File: config.mk
export PLATFORM = sky130hd
export DESIGN_NAME = crc_link_top
export DESIGN_NICKNAME = d
export VERILOG_FILES = /design/src/common/frame_pkg.sv /design/src/common/crc_pkg.sv /design/src/common/crc_feed_if.sv /design/src/design/crc_link_top.sv /design/src/tx/tx_crc_appender.sv /design/src/rx/rx_frame_checker.sv /design/src/rx/rx_crc_feeder.sv /design/src/design/crc32_engine.sv
export SDC_FILE = /design/constraint.sdc
export NUM_CORES = 1
export LEC_CHECK = 0
export ABC_AREA = 1
export BUFFER_PORTS_ARGS = -buffer_cell sky130_fd_sc_hd__buf_2
export CAP_MARGIN = 10
export CORE_UTILIZATION = 35
export CTS_CLUSTER_DIAMETER = 80
export DETAILED_ROUTE_END_ITERATION = 6
export SLEW_MARGIN = 20
export SYNTH_ARGS = -nofsm -noshare
export SYNTH_HDL_FRONTEND = slang
export SYNTH_HIERARCHICAL = 1
export SYNTH_SLANG_ARGS = --single-unit
File: constraint.sdc
create_clock -name CLK -period 3.3 [get_ports CLK]
set_input_delay 0 -clock CLK [delete_from_list [all_inputs] [get_ports CLK]]
set_output_delay 0 -clock CLK [all_outputs]
set_load 0.05 [all_outputs]
File: src/common/frame_pkg.sv
`default_nettype none

package frame_pkg;

  //////////////////////////////
  // Frame size limits
  //////////////////////////////

  localparam int MIN_PAYLOAD_BITS = 32;  // Below this the CRC rule does not hold.

  localparam int MAX_FRAME_BITS = 512;  // Payload plus trailing CRC.

  // Bit counters and length ports.
  localparam int LEN_WIDTH = $clog2(MAX_FRAME_BITS + 1);

endpackage

`default_nettype wire

File: src/common/crc_pkg.sv
`default_nettype none

package crc_pkg;

  //////////////////////////////
  // CRC-32 divider constants
  //////////////////////////////

  localparam int CRC_WIDTH = 32;

  // Generator polynomial, MSB-first form without the x^32 term.
  localparam logic [CRC_WIDTH-1:0] CRC_POLY = 32'h04C1_1DB7;

  localparam int FLUSH_COUNT = CRC_WIDTH;  // Zero bits shifted after term.

  // Wide enough to hold FLUSH_COUNT itself.
  localparam int FLUSH_CNT_WIDTH = $clog2(FLUSH_COUNT + 1);

endpackage

`default_nettype wire
File: src/common/crc_feed_if.sv
`timescale 1ns/100ps
`default_nettype none

// Bit stream from a feeding stage into one CRC engine, result back.
interface crc_feed_if;

  import crc_pkg::*;

  logic                 data_bit;  // Bit to divide.
  logic                 write;     // Strobe for data_bit.
  logic                 term;      // One-cycle end of message.
  logic                 clear;     // Return engine to idle.
  logic                 done;      // Flush finished, crc is final.
  logic [CRC_WIDTH-1:0] crc;       // Complemented remainder.

  modport feeder
  (
    output data_bit, write, term, clear,
    input  done, crc
  );

  modport engine
  (
    input  data_bit, write, term, clear,
    output done, crc
  );

endinterface

`default_nettype wire

File: src/design/crc_link_top.sv
`timescale 1ns/100ps
`default_nettype none

module crc_link_top
(
  input  logic                            CLK,
  input  logic                            RST,
  input  logic                            tx_bit,
  input  logic                            tx_write,
  input  logic                            tx_term,
  input  logic                            rx_bit,
  input  logic                            rx_write,
  input  logic                            rx_term,
  output logic                            tx_line_bit,
  output logic                            tx_line_valid,
  output logic                            tx_busy,
  output logic                            rx_result_valid,
  output logic                            rx_result_good,
  output logic [frame_pkg::LEN_WIDTH-1:0] rx_frame_bits
);

  logic rx_safe;   // Feeder compare result.
  logic rx_clear;  // Checker ends the frame.

  crc_feed_if tx_feed ();
  crc_feed_if rx_feed ();

  //////////////////////////////
  // Transmit path
  //////////////////////////////

  tx_crc_appender tx_appender
  (
    .CLK           (CLK),
    .RST           (RST),
    .tx_bit        (tx_bit),
    .tx_write      (tx_write),
    .tx_term       (tx_term),
    .feed          (tx_feed),
    .tx_line_bit   (tx_line_bit),
    .tx_line_valid (tx_line_valid),
    .tx_busy       (tx_busy)
  );

  crc32_engine tx_engine
  (
    .CLK  (CLK),
    .RST  (RST),
    .feed (tx_feed)
  );

  //////////////////////////////
  // Receive path
  //////////////////////////////

  rx_crc_feeder rx_feeder
  (
    .CLK      (CLK),
    .RST      (RST),
    .rx_bit   (rx_bit),
    .rx_write (rx_write),
    .rx_term  (rx_term),
    .rx_clear (rx_clear),
    .feed     (rx_feed),
    .safe     (rx_safe)
  );

  crc32_engine rx_engine
  (
    .CLK  (CLK),
    .RST  (RST),
    .feed (rx_feed)
  );

  rx_frame_checker rx_checker
  (
    .CLK             (CLK),
    .RST             (RST),
    .rx_write        (rx_write),
    .done            (rx_feed.done),
    .safe            (rx_safe),
    .rx_clear        (rx_clear),
    .rx_result_valid (rx_result_valid),
    .rx_result_good  (rx_result_good),
    .rx_frame_bits   (rx_frame_bits)
  );

endmodule

`default_nettype wire

File: src/tx/tx_crc_appender.sv
`timescale 1ns/100ps
`default_nettype none

module tx_crc_appender
(
  input  logic       CLK,
  input  logic       RST,
  input  logic       tx_bit,
  input  logic       tx_write,
  input  logic       tx_term,
  crc_feed_if.feeder feed,
  output logic       tx_line_bit,
  output logic       tx_line_valid,
  output logic       tx_busy
);

  import crc_pkg::*;

  typedef enum logic [1:0]
  {
    S_PAYLOAD,
    S_WAIT,
    S_SHIFT
  } phase_t;

  phase_t                     phase;
  logic [FLUSH_CNT_WIDTH-1:0] cnt;     // Leading bits, later CRC bits left.
  logic [CRC_WIDTH-1:0]       crc_sr;
  logic                       clear_q;
  logic                       take;
  logic                       load_crc;

  assign take     = tx_write && (phase == S_PAYLOAD) && !clear_q;
  assign load_crc = (phase == S_WAIT) && feed.done;

  assign feed.write    = take;
  assign feed.data_bit = (cnt < CRC_WIDTH) ? ~tx_bit : tx_bit;
  assign feed.term     = tx_term && (phase == S_PAYLOAD) && !clear_q;
  assign feed.clear    = clear_q;

  //////////////////////////////
  // Line data
  //////////////////////////////

  always_ff @(posedge CLK)
  begin
    if (take)
      tx_line_bit <= tx_bit;
    else if (load_crc)
    begin
      tx_line_bit <= feed.crc[CRC_WIDTH-1];  // MSB goes out first.
      crc_sr      <= {feed.crc[CRC_WIDTH-2:0], 1'b0};
    end
    else if (phase == S_SHIFT)
    begin
      tx_line_bit <= crc_sr[CRC_WIDTH-1];
      crc_sr      <= {crc_sr[CRC_WIDTH-2:0], 1'b0};
    end
  end

  //////////////////////////////
  // Phase control
  //////////////////////////////

  always_ff @(posedge CLK)
  begin
    if (!RST)
    begin
      phase         <= S_PAYLOAD;
      cnt           <= '0;
      tx_line_valid <= 1'b0;
      tx_busy       <= 1'b0;
      clear_q       <= 1'b0;
    end
    else
    begin
      clear_q <= 1'b0;
      case (phase)
        S_PAYLOAD:
        begin
          tx_line_valid <= take;
          if (clear_q)
            tx_busy <= 1'b0;  // Frame fully ended.
          if (take)
          begin
            tx_busy <= 1'b1;
            if (cnt < CRC_WIDTH)
              cnt <= cnt + 1'b1;
          end
          if (feed.term)
          begin
            tx_busy <= 1'b1;
            phase   <= S_WAIT;
          end
        end
        S_WAIT:
        begin
          if (feed.done)
          begin
            phase         <= S_SHIFT;
            tx_line_valid <= 1'b1;
            cnt           <= FLUSH_CNT_WIDTH'(CRC_WIDTH - 1);
          end
        end
        S_SHIFT:
        begin
          if (cnt == '0)
          begin
            phase         <= S_PAYLOAD;
            tx_line_valid <= 1'b0;
            clear_q       <= 1'b1;  // Resets the engine for the next frame.
          end
          else
            cnt <= cnt - 1'b1;
        end
        default:
          phase <= S_PAYLOAD;
      endcase
    end
  end

endmodule

`default_nettype wire

File: src/rx/rx_frame_checker.sv
`timescale 1ns/100ps
`default_nettype none

module rx_frame_checker
(
  input  logic                           CLK,
  input  logic                           RST,
  input  logic                           rx_write,
  input  logic                           done,
  input  logic                           safe,
  output logic                           rx_clear,
  output logic                           rx_result_valid,
  output logic                           rx_result_good,
  output logic [frame_pkg::LEN_WIDTH-1:0] rx_frame_bits
);

  import crc_pkg::*;
  import frame_pkg::*;

  logic [LEN_WIDTH-1:0] bit_cnt;  // Frame bits including the CRC.
  logic                 done_q;
  logic                 done_rise;
  logic                 long_enough;

  assign done_rise   = done && !done_q;
  assign long_enough = (bit_cnt >= LEN_WIDTH'(MIN_PAYLOAD_BITS + CRC_WIDTH));

  //////////////////////////////
  // Per-frame sequencing
  //////////////////////////////

  always_ff @(posedge CLK)
  begin
    if (!RST)
    begin
      bit_cnt         <= '0;
      done_q          <= 1'b0;
      rx_result_valid <= 1'b0;
      rx_clear        <= 1'b0;
    end
    else
    begin
      done_q          <= done;
      rx_result_valid <= done_rise;
      rx_clear        <= rx_result_valid;  // One cycle after the verdict.

      if (rx_result_valid)
        bit_cnt <= '0;
      else if (rx_write)
        bit_cnt <= bit_cnt + 1'b1;
    end
  end

  // Verdict and length stay until the next frame reports.
  always_ff @(posedge CLK)
  begin
    if (!RST)
    begin
      rx_result_good <= 1'b0;
      rx_frame_bits  <= '0;
    end
    else if (done_rise)
    begin
      rx_result_good <= safe && long_enough;
      rx_frame_bits  <= bit_cnt - LEN_WIDTH'(CRC_WIDTH);
    end
  end

endmodule

`default_nettype wire

File: src/rx/rx_crc_feeder.sv
`timescale 1ns/100ps
`default_nettype none

module rx_crc_feeder
(
  input  logic       CLK,
  input  logic       RST,
  input  logic       rx_bit,
  input  logic       rx_write,
  input  logic       rx_term,
  input  logic       rx_clear,
  crc_feed_if.feeder feed,
  output logic       safe
);

  import crc_pkg::*;

  logic [CRC_WIDTH-1:0]       hold_q;  // Last CRC_WIDTH bits of the frame.
  logic [FLUSH_CNT_WIDTH-1:0] cnt;
  logic                       terminating;
  logic                       primed;
  logic                       take;
  logic                       in_bit;

  assign primed = (cnt == FLUSH_CNT_WIDTH'(CRC_WIDTH));
  assign take   = rx_write && !terminating;
  assign in_bit = primed ? rx_bit : ~rx_bit;  // Leading bits go in inverted.

  // Oldest held bit leaves only once the hold register is full.
  assign feed.data_bit = hold_q[CRC_WIDTH-1];
  assign feed.write    = take && primed;
  assign feed.term     = rx_term;
  assign feed.clear    = rx_clear;

  always_ff @(posedge CLK)
  begin
    if (take)
      hold_q <= {hold_q[CRC_WIDTH-2:0], in_bit};
  end

  always_ff @(posedge CLK)
  begin
    if (!RST || rx_clear)
    begin
      cnt         <= '0;
      terminating <= 1'b0;
      safe        <= 1'b0;
    end
    else
    begin
      if (take && !primed)
        cnt <= cnt + 1'b1;
      if (rx_term)
        terminating <= 1'b1;
      safe <= terminating && (hold_q == feed.crc);  // Received CRC vs. computed.
    end
  end

endmodule

`default_nettype wire

File: src/design/crc32_engine.sv
`timescale 1ns/100ps
`default_nettype none

module crc32_engine
(
  input  logic       CLK,
  input  logic       RST,
  crc_feed_if.engine feed
);

  import crc_pkg::*;

  logic [CRC_WIDTH-1:0]       crc_q;
  logic [FLUSH_CNT_WIDTH-1:0] flush_cnt;
  logic                       terminal;   // Message ended, flushing zeros.
  logic                       flush_end;
  logic                       shift_en;
  logic                       in_bit;
  logic [CRC_WIDTH-1:0]       poly_mask;

  // During the flush only zeros enter, one per cycle.
  assign shift_en  = terminal ? (flush_cnt != '0) : feed.write;
  assign in_bit    = terminal ? 1'b0 : feed.data_bit;
  assign poly_mask = crc_q[CRC_WIDTH-1] ? CRC_POLY : '0;

  assign feed.crc = ~crc_q;

  //////////////////////////////
  // Divider and flush control
  //////////////////////////////

  always_ff @(posedge CLK)
  begin
    if (!RST || feed.clear)
    begin
      crc_q     <= '0;
      flush_cnt <= '0;
      terminal  <= 1'b0;
      flush_end <= 1'b0;
      feed.done <= 1'b0;
    end
    else
    begin
      if (feed.term && !terminal)
      begin
        terminal  <= 1'b1;
        flush_cnt <= FLUSH_CNT_WIDTH'(FLUSH_COUNT);
      end

      if (shift_en)
      begin
        crc_q <= {crc_q[CRC_WIDTH-2:0], in_bit} ^ poly_mask;
        if (terminal)
          flush_cnt <= flush_cnt - 1'b1;
      end

      // Remainder settles a cycle before done is raised.
      if (terminal && (flush_cnt == '0))
        flush_end <= 1'b1;

      if (flush_end)
        feed.done <= 1'b1;  // Held until clear.
    end
  end

endmodule

`default_nettype wire

==> flow_metrics.tcl <==
set metrics [dict create \
    fill_cells 2569 \
    powerDensity_mw_per_mm2 744 \
    remaining_drc_errors 0 \
    nets 1175 \
    layout_commonest_cell "nand2_1" \
    synth_edf_count 64 \
    tightest_slew_ps 623 \
    root_buffer "clkbuf_16" \
    cp.required_ps 3610 \
    slew_violations 0 \
    rsz0062_at_grt "no" \
    cts_hold_buf 6 \
    ir_worst_vdd_mv 0.375 \
    cts_resized 0 \
    grt_max_degree 36 \
    cts_sinks 189 \
    hold_viol_final 0 \
    postSynthAreaPerCell_um2 8.02 \
    regToRegStartpoint "tx_appender/phase[0]" \
    clk_path_buf_depth 2 \
    hold_path_depth 5 \
    skew_ps 15.5 \
    startpoint_type "register" \
    first_pass_iters 4 \
    hold_path.class "input port to register" \
    syn_inst 1131 \
    grt_pass1_wl_um 28600 \
    syn_area_mm2 0.00907 \
    finalSetupTns_ps 0 \
    fin_crit_sh_pct 68.5 \
    arrival_ps 2570 \
    reg2reg_depth 9 \
    syn_nets 1153 \
    syn_to_final_growth_pct 11.0 \
    yosysTopAreaCellShare_pct 27.6 \
    yosys.area.top_type "dfxtp_1" \
    diodes 0 \
    via_per_inst 4.34 \
    leakage_nw 4.55 \
    io_pins 23 \
    drt_iter0_markers 358 \
    slew-limit-headroom_pct 58.4 \
    die_x_um 163 \
    synth_warnings 6 \
    vias 6496 \
    crit_path_max_fanout 33 \
    cts_tree "built" \
    dieArea_mm2 0.0266 \
    start_util_pct 35.8 \
    postSynth.asyncResetShare_pct 0 \
    total_power_w 0.00749 \
    clkLatencyLatePin_ps 430 \
    io_buffers 22 \
    rows 58 \
    worst_slack_ps 1040 \
    worstSetupPathType "register to register" \
    r2r_end "tx_engine/crc_q[0]" \
    htreeDepth 4 \
    grtUsageTotal_pct 13.3 \
    hpwl_um 11000 \
    synth.distinct_cells 41 \
    hold_start "tx_term" \
    setup_viol 0 \
    cts_buffers 17 \
    final_cell_mix "nand2_1, inv_1, nor2_1, dfxtp_1, o21ai_0" \
    totalWireLength_um 16500 \
    postCtsSetupBuffers 0 \
    synth-seq-cells 189 \
    fmax_mhz 443 \
    antenna_found_initial 0 \
    fp.dieH_um 163 \
    end_kind "register" \
    hold_end "tx_appender/phase[0]" \
    reg2reg_slack_ps 1040 \
    clk_pin_slew_ps 70 \
    period_needed_ps 2260 \
    core_mm2 0.0253 \
    place_ws_ps 1070 \
    synthTopCellsByArea "dfxtp_1, edfxtp_1, nand2_1" \
    wire_per_inst_um 11.0 \
    yosys_most_used_dff "dfxtp_1" \
    overflow 0 \
    place_congestion 0.750 \
    drive_above_1_share_pct 14.3 \
    antenna_left 0 \
    ys_seq_area_share_pct 48.8 \
    first_global_vias 5977 \
    maxCapViolations 0 \
    status "complete, no violations" \
]
## cells in the mapped netlist, drive strengths merged, types with 3 or more instances
master  instances
nand2         256
dfxtp         125
edfxtp         64
nor2          217
nor3            3
clkbuf          8
buf            25
or2             3
o21ai          97
nand4          10
xor2           35
a21oi          38
xnor2          13
ha             14
inv           181
nand3          30
## through the flow
step / utilization (%) / instance area, um2 / hold WS (ps) / std cells
after CTS: 39.8 / 10100 / 12.0 / 1496
after detailed placement: 37.2 / 9430 / 282 / 1458
final: 39.8 / 10100 / 37.8 / 1496
after global routing: 39.8 / 10100 / 51.9 / 1496
after floorplan: - / 9070 / 93.5 / 1131
after global placement: 37.2 / 9430 / 278 / 1458
## how the worst max path moves through the flow
| stage | start | endpoint |
|---|---|---|
| CTS | tx_appender/phase[0] | tx_engine/crc_q[0] |
| finish | tx_appender/phase[0] | tx_engine/crc_q[0] |
| detailed placement | tx_appender/phase[0] | tx_engine/crc_q[0] |
| global placement | tx_appender/phase[0] | tx_engine/crc_q[0] |
| global route | tx_appender/phase[0] | tx_engine/crc_q[25] |
| floorplan | tx_appender/phase[1] | tx_appender/crc_sr[10] |
## where the power goes
part,total [W],internal (W),switching [W]
logic,0.00220,0.000779,0.00142
registers,0.00328,0.00293,0.000351
clock network,0.00201,0.00107,0.000948
total,0.00749,0.00478,0.00272
## sequential cells by signal, indices dropped and copies added, names as in the netlist, 2 cells and up
register and cells:
rx_checker/bit_cnt 10, rx_checker/rx_frame_bits 10, rx_engine/crc_q 32, rx_engine/flush_cnt 6, rx_feeder/cnt 6, rx_feeder/hold_q 32, tx_appender/cnt 6, tx_appender/crc_sr 31
tx_appender/phase 2, tx_engine/crc_q 32, tx_engine/flush_cnt 6
## per-layer routing
layer / vias to the layer above / wire, um / share of wire [%] / global-route usage [%]
li1: 3544 / - / - / -
met1: 2894 / 8800 / 53 / 18.7
met2: 49 / 7080 / 43 / 20.3
met3: 9 / 490 / 3.0 / 2.67
met4: 0 / 145 / 0.88 / 4.21
met5: - / 0 / 0 / 0
## critical path, cell delays in order (launching register included)
cell and delay (ps):
dfxtp_1 390, inv_1 100, ha_1 280, nand3_2 140, inv_1 90, or2_2 340
nand2_4 300, inv_4 270, nor2_1 160, nor2_1 60
## kinds of logic after synthesis
group | after synthesis | share of synthesized area [%]
adders and majority gates | 14 | 1.93
buffers and inverters | 214 | 10.2
and+or+nand+nor | 521 | 25.9
xor gates and xnor gates | 48 | 4.63
AOI/OAI and AO/OA | 145 | 8.57
DFF | 189 | 48.8
## layout make-up
type                    count  area, um2  area share [%]
clock inverters            12        115            1.14
clock buffers              20        468            4.65
flip-flops and latches    189       4420            43.9
repair buffers             36        230            2.29
inverters                 181        689            6.85
well taps                 330        413            4.10
multi-input cells         728       3730            37.0
(Power assumes the default switching activity.)
